$ cat src/common/ntm_params.svh
`ifndef NTM_PARAMS_SVH
`define NTM_PARAMS_SVH

//////////////////////////////
// Fixed point format
//////////////////////////////

// Q8.8 word, signed
`define NTM_DATA_WIDTH 16

// Fraction bits dropped after each multiply
`define NTM_FRAC_BITS 8

//////////////////////////////
// Read head sizing
//////////////////////////////

// Weight buffer depth, largest N accepted
`define NTM_MAX_N 16

// Width of the SIZE_N_IN and SIZE_W_IN inputs
`define NTM_SIZE_WIDTH 8

// Columns per run limited only by the size width
// N also limited by NTM_MAX_N

`endif

$ cat src/common/ntm_types_pkg.sv
`include "ntm_params.svh"

package ntm_types_pkg;

  // Data word in Q8.8
  typedef logic signed [`NTM_DATA_WIDTH-1:0] ntm_word_t;

  // Full product before the fraction shift
  typedef logic signed [2*`NTM_DATA_WIDTH-1:0] ntm_prod_t;

  // N or W size as given at START
  typedef logic [`NTM_SIZE_WIDTH-1:0] ntm_size_t;

  // Index j into the weight buffer
  typedef logic [$clog2(`NTM_MAX_N)-1:0] ntm_addr_t;

endpackage

$ cat src/common/ntm_ctrl_pkg.sv
package ntm_ctrl_pkg;

  // Read head controller states
  // IDLE      waiting for START, READY high
  // LOAD_W    taking N weight beats into the buffer
  // STREAM_M  taking W columns of N memory beats
  // DRAIN     two cycles for multiplier and summation to empty
  typedef enum logic [1:0] {
    IDLE     = 2'd0,
    LOAD_W   = 2'd1,
    STREAM_M = 2'd2,
    DRAIN    = 2'd3
  } ntm_read_state_t;

endpackage

$ cat src/hw/ntm_read_ctrl.sv
`timescale 1ns/1ns

`include "ntm_params.svh"

module ntm_read_ctrl
  import ntm_types_pkg::*;
  import ntm_ctrl_pkg::*;
(
  input  logic      CLK,
  input  logic      RST,

  input  logic      START,
  input  logic      W_IN_ENABLE,
  input  logic      M_IN_ENABLE,
  input  ntm_size_t SIZE_N_IN,
  input  ntm_size_t SIZE_W_IN,
  output logic      READY,

  // Weight buffer side
  output logic      wr_en,
  output ntm_addr_t wr_addr,
  output ntm_addr_t rd_addr,

  // Multiplier side
  output logic      mul_valid,
  output logic      mul_last
);

  //////////////////////////////
  // State and counters
  //////////////////////////////

  ntm_read_state_t state;

  // Last j and last k of the current run
  ntm_addr_t n_last;
  ntm_size_t w_last;

  // j steps through weights, then through each column
  ntm_addr_t j_cnt;
  ntm_size_t k_cnt;

  // Two drain cycles
  logic      drain_cnt;

  logic      j_at_end;

  assign j_at_end = (j_cnt == n_last);

  //////////////////////////////
  // Strobes
  //////////////////////////////

  assign READY = (state == IDLE);

  // Weight beats only count while loading
  assign wr_en   = (state == LOAD_W) && W_IN_ENABLE;
  assign wr_addr = j_cnt;

  // Buffer read follows j during the stream
  assign rd_addr = j_cnt;

  // M beats outside STREAM_M are dropped here
  assign mul_valid = (state == STREAM_M) && M_IN_ENABLE;
  assign mul_last  = mul_valid && j_at_end;

  //////////////////////////////
  // FSM
  //////////////////////////////

  always_ff @(posedge CLK or posedge RST) begin
    if (RST) begin
      state     <= IDLE;
      n_last    <= '0;
      w_last    <= '0;
      j_cnt     <= '0;
      k_cnt     <= '0;
      drain_cnt <= 1'b0;
    end else begin
      case (state)
        IDLE: begin
          // Sizes sampled with the START pulse
          if (START) begin
            n_last <= ntm_addr_t'(SIZE_N_IN - 8'd1);
            w_last <= SIZE_W_IN - 8'd1;
            j_cnt  <= '0;
            k_cnt  <= '0;
            state  <= LOAD_W;
          end
        end

        LOAD_W: begin
          if (wr_en) begin
            if (j_at_end) begin
              // All N weights held, rewind j for column 0
              j_cnt <= '0;
              state <= STREAM_M;
            end else begin
              j_cnt <= j_cnt + 1'b1;
            end
          end
        end

        STREAM_M: begin
          if (mul_valid) begin
            if (j_at_end) begin
              j_cnt <= '0;
              // Last column closes the stream
              if (k_cnt == w_last) begin
                drain_cnt <= 1'b0;
                state     <= DRAIN;
              end else begin
                k_cnt <= k_cnt + 8'd1;
              end
            end else begin
              j_cnt <= j_cnt + 1'b1;
            end
          end
        end

        DRAIN: begin
          // Product and sum stages empty after two cycles
          if (drain_cnt) begin
            state <= IDLE;
          end
          drain_cnt <= 1'b1;
        end

        default: begin
          state <= IDLE;
        end
      endcase
    end
  end

  //////////////////////////////
  // Checks
  //////////////////////////////

  // Accepted START carries usable sizes
  assert property (@(posedge CLK) disable iff (RST)
    (START && READY) |->
      (SIZE_N_IN != '0) && (SIZE_N_IN <= `NTM_MAX_N) && (SIZE_W_IN != '0));

  // Column end only on a real M beat
  assert property (@(posedge CLK) disable iff (RST)
    mul_last |-> mul_valid);

endmodule

$ cat src/hw/ntm_weight_buffer.sv
`timescale 1ns/1ns

`include "ntm_params.svh"

module ntm_weight_buffer
  import ntm_types_pkg::*;
(
  input  logic      CLK,
  input  logic      RST,

  input  logic      wr_en,
  input  ntm_addr_t wr_addr,
  input  ntm_word_t wr_data,

  input  ntm_addr_t rd_addr,
  output ntm_word_t rd_data
);

  //////////////////////////////
  // Weight storage
  //////////////////////////////

  // One w(j) per entry, reused by every column
  ntm_word_t w_mem [`NTM_MAX_N];

  always_ff @(posedge CLK or posedge RST) begin
    if (RST) begin
      for (int i = 0; i < `NTM_MAX_N; i++) begin
        w_mem[i] <= '0;
      end
    end else if (wr_en) begin
      w_mem[wr_addr] <= wr_data;
    end
  end

  // Combinational read, lines up with the M beat
  assign rd_data = w_mem[rd_addr];

endmodule

$ cat src/hw/ntm_vector_multiplier.sv
`timescale 1ns/1ns

`include "ntm_params.svh"

module ntm_vector_multiplier
  import ntm_types_pkg::*;
(
  input  logic      CLK,
  input  logic      RST,

  input  logic      in_valid,
  input  logic      in_last,
  input  ntm_word_t weight,
  input  ntm_word_t mem,

  output ntm_word_t prod,
  output logic      prod_valid,
  output logic      prod_last
);

  //////////////////////////////
  // Q8.8 multiply
  //////////////////////////////

  ntm_prod_t full_prod;
  ntm_prod_t shifted_prod;

  // Signed 16 x 16 into 32
  assign full_prod = weight * mem;

  // Back to Q8.8, sign kept by arithmetic shift
  assign shifted_prod = full_prod >>> `NTM_FRAC_BITS;

  // Product word, low 16 bits of the shifted value
  always_ff @(posedge CLK) begin
    if (in_valid) begin
      prod <= ntm_word_t'(shifted_prod);
    end
  end

  // Flags travel with the product
  always_ff @(posedge CLK or posedge RST) begin
    if (RST) begin
      prod_valid <= 1'b0;
      prod_last  <= 1'b0;
    end else begin
      prod_valid <= in_valid;
      prod_last  <= in_valid && in_last;
    end
  end

  // Column end never on an empty slot
  assert property (@(posedge CLK) disable iff (RST)
    prod_last |-> prod_valid);

endmodule

$ cat src/hw/ntm_vector_summation.sv
`timescale 1ns/1ns

`include "ntm_params.svh"

module ntm_vector_summation
  import ntm_types_pkg::*;
(
  input  logic      CLK,
  input  logic      RST,

  input  logic      in_valid,
  input  logic      in_last,
  input  ntm_word_t data_in,

  output ntm_word_t sum_out,
  output logic      sum_valid
);

  //////////////////////////////
  // Column accumulator
  //////////////////////////////

  // Running sum of the current column
  ntm_word_t acc;
  ntm_word_t acc_next;

  // Wraps modulo 2^16
  assign acc_next = acc + data_in;

  always_ff @(posedge CLK or posedge RST) begin
    if (RST) begin
      acc       <= '0;
      sum_out   <= '0;
      sum_valid <= 1'b0;
    end else begin
      // Pulse by default
      sum_valid <= 1'b0;
      if (in_valid) begin
        if (in_last) begin
          // r(k) out, next column from zero
          sum_out   <= acc_next;
          sum_valid <= 1'b1;
          acc       <= '0;
        end else begin
          acc <= acc_next;
        end
      end
    end
  end

endmodule

$ cat src/hw/ntm_reading.sv
`timescale 1ns/1ns

`include "ntm_params.svh"

module ntm_reading
  import ntm_types_pkg::*;
(
  input  logic      CLK,
  input  logic      RST,

  // Control
  input  logic      START,
  output logic      READY,
  input  logic      W_IN_ENABLE,
  input  logic      M_IN_ENABLE,
  output logic      R_OUT_ENABLE,

  // Data
  input  ntm_size_t SIZE_N_IN,
  input  ntm_size_t SIZE_W_IN,
  input  ntm_word_t W_IN,
  input  ntm_word_t M_IN,
  output ntm_word_t R_OUT
);

  //////////////////////////////
  // Internal wires
  //////////////////////////////

  // Controller to weight buffer
  logic      wr_en;
  ntm_addr_t wr_addr;
  ntm_addr_t rd_addr;

  // Weight w(j) for the current M beat
  ntm_word_t w_rd_data;

  // Controller to multiplier
  logic      mul_valid;
  logic      mul_last;

  // Multiplier to summation
  ntm_word_t prod;
  logic      prod_valid;
  logic      prod_last;

  //////////////////////////////
  // Instances
  //////////////////////////////

  // r(k) = sum over j of w(j) * M(j,k)
  ntm_read_ctrl u_ntm_read_ctrl (
    .CLK         (CLK),
    .RST         (RST),
    .START       (START),
    .W_IN_ENABLE (W_IN_ENABLE),
    .M_IN_ENABLE (M_IN_ENABLE),
    .SIZE_N_IN   (SIZE_N_IN),
    .SIZE_W_IN   (SIZE_W_IN),
    .READY       (READY),
    .wr_en       (wr_en),
    .wr_addr     (wr_addr),
    .rd_addr     (rd_addr),
    .mul_valid   (mul_valid),
    .mul_last    (mul_last)
  );

  // W_IN goes straight in on its strobe
  ntm_weight_buffer u_ntm_weight_buffer (
    .CLK     (CLK),
    .RST     (RST),
    .wr_en   (wr_en),
    .wr_addr (wr_addr),
    .wr_data (W_IN),
    .rd_addr (rd_addr),
    .rd_data (w_rd_data)
  );

  // Stage 1, product
  ntm_vector_multiplier u_ntm_vector_multiplier (
    .CLK        (CLK),
    .RST        (RST),
    .in_valid   (mul_valid),
    .in_last    (mul_last),
    .weight     (w_rd_data),
    .mem        (M_IN),
    .prod       (prod),
    .prod_valid (prod_valid),
    .prod_last  (prod_last)
  );

  // Stage 2, column sum drives the outputs
  ntm_vector_summation u_ntm_vector_summation (
    .CLK       (CLK),
    .RST       (RST),
    .in_valid  (prod_valid),
    .in_last   (prod_last),
    .data_in   (prod),
    .sum_out   (R_OUT),
    .sum_valid (R_OUT_ENABLE)
  );

endmodule

$ cat config.mk
export PLATFORM = sky130hd
export DESIGN_NAME = ntm_reading
export DESIGN_NICKNAME = d
export VERILOG_FILES = /design/src/common/ntm_types_pkg.sv /design/src/common/ntm_ctrl_pkg.sv /design/src/hw/ntm_read_ctrl.sv /design/src/hw/ntm_weight_buffer.sv /design/src/hw/ntm_vector_multiplier.sv /design/src/hw/ntm_vector_summation.sv /design/src/hw/ntm_reading.sv
export VERILOG_INCLUDE_DIRS = /design/src /design/src/common
export SDC_FILE = /design/constraint.sdc
export NUM_CORES = 1
export LEC_CHECK = 0
export BUFFER_PORTS_ARGS = -buffer_cell sky130_fd_sc_hd__buf_2
export CAP_MARGIN = 10
export CORE_AREA = 2 2 218 220
export DETAILED_ROUTE_END_ITERATION = 8
export DIE_AREA = 0 0 220 222
export PLACE_DENSITY = 0.77
export SYNTH_ARGS = -nofsm -noshare
export SYNTH_HDL_FRONTEND = slang
export SYNTH_SLANG_ARGS = --single-unit
$ cat constraint.sdc
create_clock -name CLK -period 14.1 [get_ports CLK]
set_clock_uncertainty 0.15 [all_clocks]
set_input_delay 0.705 -clock CLK [delete_from_list [all_inputs] [get_ports CLK]]
set_output_delay 0.705 -clock CLK [all_outputs]
set_load 0.02 [all_outputs]
Word-level counts from Yosys, hierarchy flattened:

Cells that the tools add are included.

* register bits: 334
* input bits: 53
* output and inout bits: 18
* word-level logic and storage cells: 96

* add/sub/neg operators: 5
* $mul: 1
* magnitude comparators: 2
* equality and inequality tests: 13
* multiplexer cells: 31
* bitwise logic cells: 1
* reduce and logical (&&, ||, !) cells: 15

Operators with widths (number)
* bitwise mux 256 bit: 1
* binary-select mux 16 bit (select 4 bit): 1
* demux 16 bit (select 4 bit): 1
* 2-to-1 mux 16 bit: 4
* 2-to-1 mux 8 bit: 4
* multiplier 16 x 16 -> 24 bit: 1
* adder 16 bit: 1
* 2-to-1 mux 4 bit: 4
* case mux 8 bit (2 select lines): 1
* 2-to-1 mux 2 bit: 7
* case mux 4 bit (3 select lines): 1
* inequality test 2 x 1 -> 1 bit (second input constant): 5
* adder 8 x 1 -> 8 bit (second input constant): 1
* == test 8 bit: 1
* case mux 2 bit (4 select lines): 1
* AND reduction 4 bit: 2
* subtractor 8 x 1 -> 8 bit (second input constant): 1
* AND reduction 7 bit: 1
* inequality test 2 bit (second input constant): 3
* greater-or-equal comparator 5 bit (second input constant): 1
* logical AND 1 bit: 5
* < comparator 5 x 1 -> 1 bit (second input constant): 1
* 2-to-1 mux 1 bit: 5
* inverter 4 -> 5 bit: 1
* 11 further kinds: 14

Logic depth before layout (Yosys ltp):

Gate-level depths: netlist of the first run.

* depth after elaboration: 6
* depth in mapped cells: 29

Hierarchy:

A second synthesis of the first run with hierarchy kept.

* cell total of the unflattened synthesis: 1995
* area, all modules: 23384.9 um^2

By module, submodules not included
* ntm_weight_buffer: times used 1, cells each 716, area an instance 11581.1 um^2, sequential area each 6406.1 um^2
* ntm_vector_multiplier: times used 1, cells each 874, area an instance 8003.9 um^2, sequential area each 530.5 um^2
* ntm_vector_summation: times used 1, cells each 223, area an instance 2112.0 um^2, sequential area each 825.8 um^2
* ntm_read_ctrl: times used 1, cells each 182, area an instance 1687.9 um^2, sequential area each 675.6 um^2

Worst setup path before layout of the first run:

Ideal clock, no wire load.

* path type: register to register
* from: register u_ntm_read_ctrl.j_cnt[0], in the netlist u_ntm_read_ctrl.rd_addr[0]
* to: register u_ntm_vector_multiplier.prod[15], data pin
* arrival time: 7.604 ns
* data required time: 13.686 ns
* slack: 6.082 ns
* cell stages (with the launch flop): 28
* path buffers: 4
* cell sequence: dfrtp_1 -> buf_2 -> buf_2 -> buf_2 -> buf_2 -> mux4_2 -> mux4_2 -> and2_1 -> fa_1 -> inv_1 -> fa_1 -> fa_1 -> inv_1 -> fa_1 -> fa_1 -> inv_1 -> fa_1 -> inv_1 -> ha_1 -> a21o_1 -> a21o_1 -> a21o_1 -> a21o_1 -> a21o_1 -> a21oi_1 -> nand2_2 -> a2111oi_2 -> xnor2_1

* word-level cells in the longest chain between the ends: 5

Ends and longest elaborated chain
* start: declaration: line ntm_read_ctrl.sv:40 `ntm_addr_t j_cnt;`
* start signal: assignment: line ntm_read_ctrl.sv:99 `j_cnt <= j_cnt + 1'b1;`
* start signal: assignment: line ntm_read_ctrl.sv:116 `j_cnt <= j_cnt + 1'b1;`
* inverter 4 -> 5 bit (not written as such): line ntm_weight_buffer.sv:37 `assign rd_data = w_mem[rd_addr];`
* binary-select mux 16 bit (select 4 bit): line ntm_weight_buffer.sv:37
* 2-to-1 mux 16 bit (not written as such) (2 in series): line ntm_weight_buffer.sv:37
* multiplier 16 x 16 -> 24 bit: line ntm_vector_multiplier.sv:29 `assign full_prod = weight * mem;`
* named net u_ntm_vector_multiplier.full_prod[23]: line ntm_vector_multiplier.sv:25 `ntm_prod_t full_prod;`
* end signal: assignment: line ntm_vector_multiplier.sv:37 `prod <= ntm_word_t'(shifted_prod);`
* end: declaration: line ntm_vector_multiplier.sv:16 `output ntm_word_t prod,`

The timed path passes the listed nets, and every way through them passes these cells. The select of a mux whose other input is x is not followed.
A chain may end at the register's enable or synchronous reset.

Final worst setup path of the first run:

Ends and elaborated chain as after synthesis.

==> qor.txt, run 1 <==
Least-Margin Pin Slew: 967.0 ps
CTS tree: built
Root cell of the clock tree: sky130_fd_sc_hd__clkbuf_16
Wire length of the first global-routing pass: 84.88 mm
Number of vias per cell after detailed routing: 5.582
Kind of path behind the tightest hold check: input port to async pin
Final Net Count: 2,275
Number of sinks driven by the clock tree: 334
Total global-route track usage: 22.23%
Count of pins on the block boundary: 71
Vias: 14,350
Final wirelength: 51.77 mm
Max-slew headroom: 35.53%
Run status: completed
Largest cells by area after synthesis: sky130_fd_sc_hd__dfrtp_1 35%, sky130_fd_sc_hd__fa_1 16%, sky130_fd_sc_hd__mux2_2 13%
Clock slew seen by the registers of the worst setup and hold paths: 60 ps
Ratio of cells with drive above 1 in the final layout: 26.02%
Final number of setup-violating endpoints: 0
Leftover overflow at the end of global routing: 0
Post-synthesis share of cell area spent on and, or, nand and nor gates: 8.269%
Number of different library cells in the post-synthesis netlist: 60
Starting utilization of the core area: 49.52%
Fill cell total of the finished layout: 3,772
Worst-case clock buffer depth: 3
Total iterations of the first detailed-routing run: 5
Cells after synthesis: 1,905
Share of synthesized registers carrying an async set or reset: 95.21%
Max-cap viol count: 0
Startpoint type of the worst setup path: flip-flop
Synth Warn #: 0
Setup Crit Path Kind: flip-flop to flip-flop
Post-Synth XOR/XNOR Area: 2.676%
Antenna violations before repair: 2
Detailed placement HPWL: 35.51 mm
Width of the die: 220 um
P&R area growth vs syn: 9.799%
Die ar.: 0.04884 mm2
Number of port buffers: 66
Worst endpoint required time: 14,230 ps
Post-route minimum period: 8765 ps
Yosys top cell by area: sky130_fd_sc_hd__dfrtp_1
Number of H-tree levels: 2
Setup crit end kind: flip-flop
Max-slew violations: 0
Compound-gate portion of the synthesized area: 3.834%
Maximum number of pins on one net before global-route repair: 114
Maximum net fanout on the critical path: 37
Total clock buffers created by CTS: 36
Routed WL per cell: 20.14 um
Post-synthesis adder-cell area fraction: 21.59%
Floorplan Core Area: 0.04626 mm2
Top cells by count, synth: 318 x sky130_fd_sc_hd__dfrtp_1, 266 x sky130_fd_sc_hd__inv_1, 258 x sky130_fd_sc_hd__mux2_2, 187 x sky130_fd_sc_hd__fa_1, 142 x sky130_fd_sc_hd__nand2_1
DR iter-0 viols: 796
Number of instances resized during post-cts repair: 0
Number of storage elements in the synthesis netlist: 334
Die Ht: 222 um
Via count of the first global-routing pass: 16,110
Worst path arrival time: 8900 ps
Synthesized area per cell: 12.03 um2
Number of enable-type register cells in the synthesized netlist: 16
Number of remaining DRC errors: 0
N_diodes: 0
Final Wtd Congestion: 0.8445
Worst-skew pair later-pin latency: 550 ps
Post-CTS Setup Repair Bufs: 0
Mapped Nets: 2,241
Fin Setup TNS: 0 ps
RSZ-0062 raised after global routing: no
Count of endpoints failing hold in the final timing report: 0
Ys flop type: sky130_fd_sc_hd__dfrtp_1
Cell area after synthesis: 0.02291 mm2
Area share of the largest cell type after synthesis: 34.74%
Number of standard-cell rows in the floorplan: 79
Sequential fraction of the synthesis area: 36.83%
Dominant cell by count in the synthesized netlist: sky130_fd_sc_hd__dfrtp_1
Post-CTS Hold Fix Bufs: 0
DRT antenna net count: 0
Achievable Freq: 114.1 MHz
Dominant combinational cell family by area after synthesis: adder cells
Post-route clock period utilization: 62.16%
Share of cell area taken by muxes after synthesis: 20.72%
## final cells by class
cell class,count,area (um2),share of cell area (%)
multi-input combinational,1208,13100,52.10
sequential,334,8443,33.57
inverter,267,1010,4.014
clock buffer,45,984.7,3.915
tap,607,759.5,3.019
timing repair buffer,92,525.5,2.089
clock inverter,18,326.6,1.298
## kinds of logic (layout without fill, tap and decap cells)
logic type,after synthesis,after routing
simple gates,387,387
buf+inv,363,422
mux,342,342
flops,334,334
fa+ha+maj,283,283
compound gates,126,126
xor+xnor,70,70
## registers in the layout, indices dropped and copies added (netlist names), 4 cells and up
name and flops:
u_ntm_read_ctrl.k_cnt 8, u_ntm_read_ctrl.n_last 4, u_ntm_read_ctrl.rd_addr 4, u_ntm_read_ctrl.w_last 8, u_ntm_vector_multiplier.prod 16, u_ntm_vector_summation.acc 16
u_ntm_vector_summation.sum_out 16, u_ntm_weight_buffer.w_mem 256
## stage by stage
step	util (%)	setup WS, ps	cell area [um2]	hold WS (ps)	std cells
final	54.37	5335	25150	153.1	2571
after global routing	54.37	4988	25150	215.2	2571
after CTS	54.37	5311	25150	195.5	2571
after detailed placement	51.54	5317	23840	317.6	2508
after global placement	51.54	5345	23840	308.7	2508
after floorplan	-	4445	22910	305.7	1905
## worst max-delay path, cell delays in order (launching register included)
cell                        delay [ps]
sky130_fd_sc_hd__dfrtp_4           760
sky130_fd_sc_hd__buf_4             720
sky130_fd_sc_hd__mux4_2            600
sky130_fd_sc_hd__mux4_2            700
sky130_fd_sc_hd__and2_1            270
sky130_fd_sc_hd__fa_1              530
sky130_fd_sc_hd__inv_1              50
sky130_fd_sc_hd__fa_1              470
sky130_fd_sc_hd__fa_1              530
sky130_fd_sc_hd__inv_1              60
sky130_fd_sc_hd__fa_1              450
sky130_fd_sc_hd__fa_1              510
sky130_fd_sc_hd__inv_1              50
sky130_fd_sc_hd__fa_1              470
sky130_fd_sc_hd__inv_1              40
sky130_fd_sc_hd__ha_1              360
sky130_fd_sc_hd__a21o_1            200
sky130_fd_sc_hd__a21o_1            200
sky130_fd_sc_hd__a21o_1            180
sky130_fd_sc_hd__a21o_1            170
sky130_fd_sc_hd__a21o_1            200
sky130_fd_sc_hd__a21oi_1           210
sky130_fd_sc_hd__nand2_2           110
sky130_fd_sc_hd__a2111oi_2         380
sky130_fd_sc_hd__xnor2_1           100
## cells in the final DEF, fill, tap and decap left out, types with 28 or more instances in the layout
| cell | instances |
|---|---|
| sky130_fd_sc_hd__a21oi_1 | 28 |
| sky130_fd_sc_hd__inv_1 | 265 |
| sky130_fd_sc_hd__o21ai_0 | 35 |
| sky130_fd_sc_hd__fa_1 | 187 |
| sky130_fd_sc_hd__nor2_1 | 50 |
| sky130_fd_sc_hd__mux2_2 | 258 |
| sky130_fd_sc_hd__buf_2 | 66 |
| sky130_fd_sc_hd__mux4_2 | 76 |
| sky130_fd_sc_hd__ha_1 | 96 |
| sky130_fd_sc_hd__nand2_1 | 142 |
| sky130_fd_sc_hd__dfrtp_1 | 316 |
| sky130_fd_sc_hd__xnor2_1 | 48 |
| sky130_fd_sc_hd__clkbuf_16 | 36 |
| sky130_fd_sc_hd__and2_1 | 123 |
## final timing paths
kind / endpoint / slack [ps] / depth (start not counted) / startpoint
hold / removal: u_ntm_weight_buffer.w_mem[218] / 150 / 2 / RST
min in group CLK: u_ntm_read_ctrl.n_last[0] / 230 / 2 / SIZE_N_IN[0]
max in group asynchronous: u_ntm_weight_buffer.w_mem[214] / 12090 / 3 / RST
hold reg to reg: u_ntm_vector_summation.sum_out[8] / 320 / 2 / u_ntm_vector_summation.sum_out[8]
setup / recovery: u_ntm_vector_multiplier.prod[15] / 5340 / 24 / u_ntm_read_ctrl.rd_addr[0]
setup reg to reg: u_ntm_vector_multiplier.prod[15] / 5340 / 24 / u_ntm_read_ctrl.rd_addr[0]
## per-layer routing
layer | share of wire (%) | vias to the layer above | global-route usage [%]
met2 | 52 | 363 | 38.99
met3 | 4.9 | 121 | 3.416
met1 | 41 | 7502 | 27.77
met4 | 2.9 | 2 | 7.967
li1 | - | 6364 | -
met5 | 0.021 | - | 0
Power of run 1 is left out: the tool's default activity adds up to more than one toggle a clock period on the data nets, which glitch-free logic cannot reach.
==> inputs of run 2 (changes only) <==
--- a/config.mk
+++ b/config.mk
@@ -6,11 +6,12 @@
 export SDC_FILE = /design/constraint.sdc
 export NUM_CORES = 1
 export LEC_CHECK = 0
+export ABC_AREA = 1
 export BUFFER_PORTS_ARGS = -buffer_cell sky130_fd_sc_hd__buf_2
 export CAP_MARGIN = 10
-export CORE_AREA = 2 2 218 220
+export CORE_AREA = 2 2 221 223
 export DETAILED_ROUTE_END_ITERATION = 8
-export DIE_AREA = 0 0 220 222
+export DIE_AREA = 0 0 223 225
 export PLACE_DENSITY = 0.77
 export SYNTH_ARGS = -nofsm -noshare
 export SYNTH_HDL_FRONTEND = slang
==> constraint.sdc (replaced) <==
create_clock -name CLK -period 8.55 [get_ports CLK]
set_clock_uncertainty 0.15 [all_clocks]
set_input_delay 0.4275 -clock CLK [delete_from_list [all_inputs] [get_ports CLK]]
set_output_delay 0.4275 -clock CLK [all_outputs]
set_load 0.02 [all_outputs]
==> run 2 against run 1 <==
  * First-iteration DRC count increased to 2.7 times the previous value
  * Synthesized area grew 3.3%
  * Core utilization shrank 0.65 points
  * Global-route usage increased by 2.3 points
  * Flip-flop and latch count unchanged
==> qor.txt, run 2 <==
Final Core Density: 53.72%
Startpoint of the worst hold path: M_IN_ENABLE
Dominant cell by count in the synthesized netlist: sky130_fd_sc_hd__nand2_1
Worst endpoint required time: 8640 ps
Die ar.: 0.05018 mm2
Total iterations of the first detailed-routing run: 7
Clock slew seen by the registers of the worst setup and hold paths: 60 ps
RSZ-0062 raised after global routing: no
Achievable Freq: 127.0 MHz
Max-cap viol count: 0
Final instance area: 0.02554 mm2
Worst r2r dst: u_ntm_vector_multiplier.prod[15]
Worst-case clock buffer depth: 3
Top cells by count, synth: 827 x sky130_fd_sc_hd__nand2_1, 471 x sky130_fd_sc_hd__inv_1, 364 x sky130_fd_sc_hd__o21ai_0, 318 x sky130_fd_sc_hd__dfrtp_1, 244 x sky130_fd_sc_hd__nor2_1
Post-CTS Setup Repair Bufs: 0
Worst path arrival time: 7970 ps
Cells after synthesis: 2,984
Setup crit end kind: flip-flop
Count of endpoints failing hold in the final timing report: 0
Final Net Count: 3,322
Cell area after synthesis: 0.02367 mm2
Number of sinks driven by the clock tree: 334
Via count of the first global-routing pass: 18,470
DR iter-0 viols: 2,184
Sequential fraction of the synthesis area: 35.65%
Max-slew violations: 0
P&R area growth vs syn: 7.908%
Final wirelength: 60.23 mm
Startpoint type of the worst setup path: flip-flop
Cell area after placement: 0.02443 mm2
Leading cell type in the layout, fill and taps excluded: sky130_fd_sc_hd__nand2_1
Number of standard-cell rows in the floorplan: 80
Commonest cells after routing, fill and taps aside: 827 x sky130_fd_sc_hd__nand2_1, 470 x sky130_fd_sc_hd__inv_1, 364 x sky130_fd_sc_hd__o21ai_0
Number of different library cells in the post-synthesis netlist: 48
Final Wtd Congestion: 0.9331
Mapped Nets: 3,320
Run status: completed
Share of synthesized registers carrying an async set or reset: 95.21%
Count of pins on the block boundary: 71
Fin Setup TNS: 0 ps
DRT antenna net count: 0
Width of the die: 223 um
Maximum number of pins on one net before global-route repair: 194
Total clock buffers created by CTS: 35
Die Ht: 225 um
Most used cell, CP: sky130_fd_sc_hd__nand2_1
Number of H-tree levels: 2
Worst-skew pair later-pin latency: 540 ps
Largest cells by area after synthesis: sky130_fd_sc_hd__dfrtp_1 34%, sky130_fd_sc_hd__fa_1 16%, sky130_fd_sc_hd__nand2_1 13%
Register bank with the most flops: u_ntm_weight_buffer.w_mem
Wire length of the first global-routing pass: 97.81 mm
CTS tree: built
Slowest cell on crit path: sky130_fd_sc_hd__fa_1
Post-route clock period utilization: 92.13%
Max-slew headroom: 33.61%
Routed WL per cell: 16.65 um
Ys flop type: sky130_fd_sc_hd__dfrtp_1
Length in cells of the worst reg-to-reg path: 30
Total global-route track usage: 24.52%
Post-route minimum period: 7877 ps
Floorplan Core Area: 0.04755 mm2
Slowest Stage Delay on Critical Path: 730 ps
Synth Warn #: 0
Number of vias per cell after detailed routing: 5.364
Final number of setup-violating endpoints: 0
Vias: 19,400
Number of remaining DRC errors: 0
Max reg flops: 256
Synthesized area per cell: 7.932 um2
Maximum net fanout on the critical path: 75
Number of storage elements in the synthesis netlist: 334
Antenna violations before repair: 0
R2R Path Start: u_ntm_read_ctrl.rd_addr[0]
Number of port buffers: 66
Leftover overflow at the end of global routing: 0
Number of cells on the worst hold path: 3
Sink of the worst hold path: u_ntm_vector_multiplier.prod_last
Root cell of the clock tree: sky130_fd_sc_hd__clkbuf_16
Detailed placement HPWL: 41.56 mm
R2R Setup Slk: 670 ps
Number of enable-type register cells in the synthesized netlist: 16
Ratio of cells with drive above 1 in the final layout: 6.396%
Starting utilization of the core area: 49.78%
Yosys top cell by area: sky130_fd_sc_hd__dfrtp_1
Kind of path behind the tightest hold check: input port to flip-flop
Least-Margin Pin Slew: 995.9 ps
N_diodes: 0
Area share of the largest cell type after synthesis: 33.62%
Setup Crit Path Kind: flip-flop to flip-flop
run 2: cell count changes after synthesis, sizes merged, moves of 14 or more:
cell     previous run  this run
nand2             143       837
o21ai              35       379
mux2              258         0
inv               266       475
nor2               61       256
and2              123         1
mux4               79         0
nand3              14        90
xnor2              48        21
clkbuf             72        97
o22ai               1        26
buf                24        44
nand4               3        20
o2bb2ai            14         0
run 2: cell families after synthesis:
group,share of synthesized area (%)
fa+ha+maj,20.89
simple gates,20.89
flops,35.65
compound gates,10.31
buf+inv,10.48
xor+xnor,1.776
run 2: worst max-delay path by stage:
stage	startpoint	endpoint	slack [ps]	cells after the start
floorplan	u_ntm_read_ctrl.rd_addr[0]	u_ntm_vector_multiplier.prod[14]	1970	27
global placement	u_ntm_read_ctrl.rd_addr[0]	u_ntm_vector_multiplier.prod[15]	890	29
detailed placement	u_ntm_read_ctrl.rd_addr[0]	u_ntm_vector_multiplier.prod[15]	780	30
CTS	u_ntm_read_ctrl.rd_addr[0]	u_ntm_vector_multiplier.prod[15]	760	30
global route	u_ntm_read_ctrl.rd_addr[0]	u_ntm_vector_multiplier.prod[15]	220	30
finish	u_ntm_read_ctrl.rd_addr[0]	u_ntm_vector_multiplier.prod[15]	670	30
run 2: worst max-delay path, delay by kind of cell (launching register included):
family,cells,cell delay [ps]
buffers and inverters,7,1380
DFF,1,500
AOI/OAI and AO/OA,2,150
adders and majority gates,7,3630
and+or+nand+nor,14,1710
run 2: area by class of cell:
cell class                      instances  area (um2)
Sequential cell                       334        8443
Inverter                              480        1808
Clock buffer                           50        1035
Tap cell                              615       769.5
Timing Repair Buffer                  106       673.1
Clock inverter                          3       55.05
Multi-Input combinational cell       2029       12760
Fill cell                            4291       22000
run 2: per-layer routing:
layer	share of wire [%]	global-route usage, %	vias up
li1	-	-	9193
met5	0	0	-
met4	4.7	10.76	0
met2	45	38.60	719
met1	42	33.07	9331
met3	8.3	4.967	159
run 2: stage by stage:
step,cells,setup slack (ps),hold slack (ps)
floorplan,2984,1975,297.8
finish,3617,673.0,42.67
global route,3617,222.2,39.31
detailed placement,3562,780.3,313.9
global placement,3562,889.2,308.6
CTS,3617,758.2,29.43
run 2: timing repair:
| item | in CTS | in global routing |
|---|---|---|
| hold buffers | 2 | 0 |
| hold endpoints to repair | 2 | 0 |
| gates resized for setup | 0 | 0 |
Power of run 2 is left out for the same reason.
==> inputs of run 3 (changes only) <==
--- a/config.mk
+++ b/config.mk
@@ -9,10 +9,11 @@
 export ABC_AREA = 1
 export BUFFER_PORTS_ARGS = -buffer_cell sky130_fd_sc_hd__buf_2
 export CAP_MARGIN = 10
-export CORE_AREA = 2 2 221 223
+export CORE_AREA = 2 2 227 229
 export DETAILED_ROUTE_END_ITERATION = 8
-export DIE_AREA = 0 0 223 225
+export DIE_AREA = 0 0 229 231
 export PLACE_DENSITY = 0.77
 export SYNTH_ARGS = -nofsm -noshare
 export SYNTH_HDL_FRONTEND = slang
+export SYNTH_HIERARCHICAL = 1
 export SYNTH_SLANG_ARGS = --single-unit
==> run 3 against run 2 <==
  * Synthesized area increased by 5.7%
  * Fmax is 3.3% higher
  * Critical path depth down 1
  * Highest routed layer is now met5
  * Register-to-register slack improved by 250 ps
  * Largest cell class unchanged
  * Synthesized cell count is 13% higher
==> qor.txt, run 3 <==
Run status: completed
Synth Warn #: 6
Area share of the largest cell type after synthesis: 31.81%
Count of endpoints failing hold in the final timing report: 0
Startpoint type of the worst setup path: flip-flop
Setup crit end kind: flip-flop
Width of the die: 229 um
CTS tree: built
Ratio of cells with drive above 1 in the final layout: 6.143%
Largest delay contributor family on the critical path: adder cells
Number of standard-cell rows in the floorplan: 83
Top cells by count, synth: 1,130 x sky130_fd_sc_hd__nand2_1, 673 x sky130_fd_sc_hd__inv_1, 318 x sky130_fd_sc_hd__dfrtp_1, 280 x sky130_fd_sc_hd__o21ai_0, 276 x sky130_fd_sc_hd__nand3_1
Post-CTS Setup Repair Bufs: 0
Detailed placement HPWL: 42.67 mm
Routed WL per cell: 15.32 um
Commonest cells after routing, fill and taps aside: 1,130 x sky130_fd_sc_hd__nand2_1, 671 x sky130_fd_sc_hd__inv_1, 316 x sky130_fd_sc_hd__dfrtp_1
Fill cell total of the finished layout: 4,688
Number of storage elements in the synthesis netlist: 334
Vias: 21,010
Combined area of the multi-input logic cells: 0.01329 mm2
Worst-case hold slack: 29.17 ps
Least-Margin Pin Slew: 1220 ps
Worst-skew pair later-pin latency: 560 ps
Final number of setup-violating endpoints: 0
Die Ht: 231 um
Most used cell, CP: sky130_fd_sc_hd__fa_1
Total buffers and inverters traversed by the critical path: 8
Leftover overflow at the end of global routing: 0
Final Core Density: 53.93%
Cells after synthesis: 3,371
Worst endpoint required time: 8700 ps
Total clock buffers created by CTS: 39
Max reg flops: 256
Max-slew headroom: 18.49%
Number of vias per cell after detailed routing: 5.165
Mapped Nets: 3,705
Cell area after synthesis: 0.02502 mm2
Achievable Freq: 131.2 MHz
Number of port buffers: 66
Final Net Count: 3,690
Antenna violations before repair: 5
Starting utilization of the core area: 49.36%
DRT antenna net count: 0
Leading cell type in the layout, fill and taps excluded: sky130_fd_sc_hd__nand2_1
Number of remaining DRC errors: 0
Sequential fraction of the synthesis area: 33.73%
Clock slew seen by the registers of the worst setup and hold paths: 60 ps
RSZ-0062 raised after global routing: no
Die ar.: 0.05290 mm2
Count of pins on the block boundary: 71
Worst path arrival time: 7780 ps
Maximum number of pins on one net before global-route repair: 131
Max-slew violations: 0
Setup Crit Path Kind: flip-flop to flip-flop
Total global-route track usage: 24.13%
Dominant cell by count in the synthesized netlist: sky130_fd_sc_hd__nand2_1
Number of H-tree levels: 2
Number of different library cells in the post-synthesis netlist: 49
Via count of the first global-routing pass: 20,630
Share of synthesized registers carrying an async set or reset: 95.21%
Floorplan Core Area: 0.05068 mm2
Slowest Stage Delay on Critical Path: 540 ps
Wire length of the first global-routing pass: 103.5 mm
Number of sinks driven by the clock tree: 334
Post-route minimum period: 7625 ps
Kind of path behind the tightest hold check: input port to flip-flop
Synthesized area per cell: 7.421 um2
DR iter-0 viols: 1,912
Maximum net fanout on the critical path: 44
Number of instances resized during post-cts repair: 0
Final Wtd Congestion: 0.8991
Final wirelength: 62.32 mm
Storage cell area: 0.008443 mm2
Number of enable-type register cells in the synthesized netlist: 16
Yosys top cell by area: sky130_fd_sc_hd__dfrtp_1
Root cell of the clock tree: sky130_fd_sc_hd__clkbuf_16
Register bank with the most flops: u_ntm_weight_buffer/w_mem
Ys flop type: sky130_fd_sc_hd__dfrtp_1
P&R area growth vs syn: 9.243%
Worst-case clock buffer depth: 3
Largest cells by area after synthesis: sky130_fd_sc_hd__dfrtp_1 32%, sky130_fd_sc_hd__nand2_1 17%, sky130_fd_sc_hd__fa_1 15%
Total iterations of the first detailed-routing run: 5
Post-route clock period utilization: 89.18%
Max-cap viol count: 0
Slowest cell on crit path: sky130_fd_sc_hd__fa_1
Fin Setup TNS: 0 ps
-- run 3: logic make-up after synthesis --
logic type / after synthesis / share of synthesized area, %
buf+inv: 858 / 13.22
compound gates: 332 / 6.842
xor+xnor: 36 / 1.290
mux: 1 / 0.04001
flops: 334 / 33.73
fa+ha+maj: 281 / 19.67
simple gates: 1529 / 25.21
-- run 3: cell type report --
cell class,count,share of cell area [%]
Antenna cell,1,0.009157
Clock inverter,8,0.2198
Multi-Input combinational cell,2179,48.63
Sequential cell,334,30.89
Inverter,682,9.404
Tap cell,680,3.113
Timing Repair Buffer,120,3.196
Clock buffer,63,4.537
-- run 3: path summary, 6_finish.rpt --
check,slack (ps),cells past startpoint,endpoint,start
hold / removal,30,3,u_ntm_weight_buffer/w_mem[188],W_IN[12]
max in group asynchronous,6250,4,u_ntm_weight_buffer/w_mem[199],RST
min in group asynchronous,260,3,u_ntm_vector_multiplier/prod_valid,RST
setup reg to reg,930,29,u_ntm_vector_multiplier/prod[15],u_ntm_read_ctrl/rd_addr[0]
hold reg to reg,320,2,u_ntm_vector_summation/sum_out[5],u_ntm_vector_summation/sum_out[5]
setup / recovery,930,29,u_ntm_vector_multiplier/prod[15],u_ntm_read_ctrl/rd_addr[0]
-- run 3: timing repair --
| action | in CTS | in global routing |
|---|---|---|
| setup endpoints to repair | 0 | 0 |
| hold buffers | 14 | 0 |
| hold endpoints to repair | 69 | 0 |
-- run 3: worst reg2reg max path, delay by kind of cell, from the launching register on --
family | cells | cell delay [ps]
AOI/OAI and AO/OA | 3 | 510
adders and majority gates | 7 | 3440
buffers and inverters | 8 | 1090
DFF | 1 | 510
and+or+nand+nor | 11 | 1660
-- run 3: per-layer routing --
layer / part of all wire (%) / global-route usage [%]
met5: 0.082 / 0
met2: 46 / 39.51
met4: 3.1 / 8.523
met1: 43 / 32.48
met3: 7.6 / 4.076
-- run 3: stage by stage --
| step | cell area, um2 | instances | setup WS [ps] |
|---|---|---|---|
| finish | 27330 | 4067 | 925.5 |
| global route | 27330 | 4067 | 408.8 |
| CTS | 27270 | 4064 | 972.5 |
| detailed placement | 25830 | 3979 | 999.4 |
| global placement | 25830 | 3979 | 1081 |
| floorplan | 25020 | 3371 | 930.8 |
Power of run 3 is left out for the same reason.
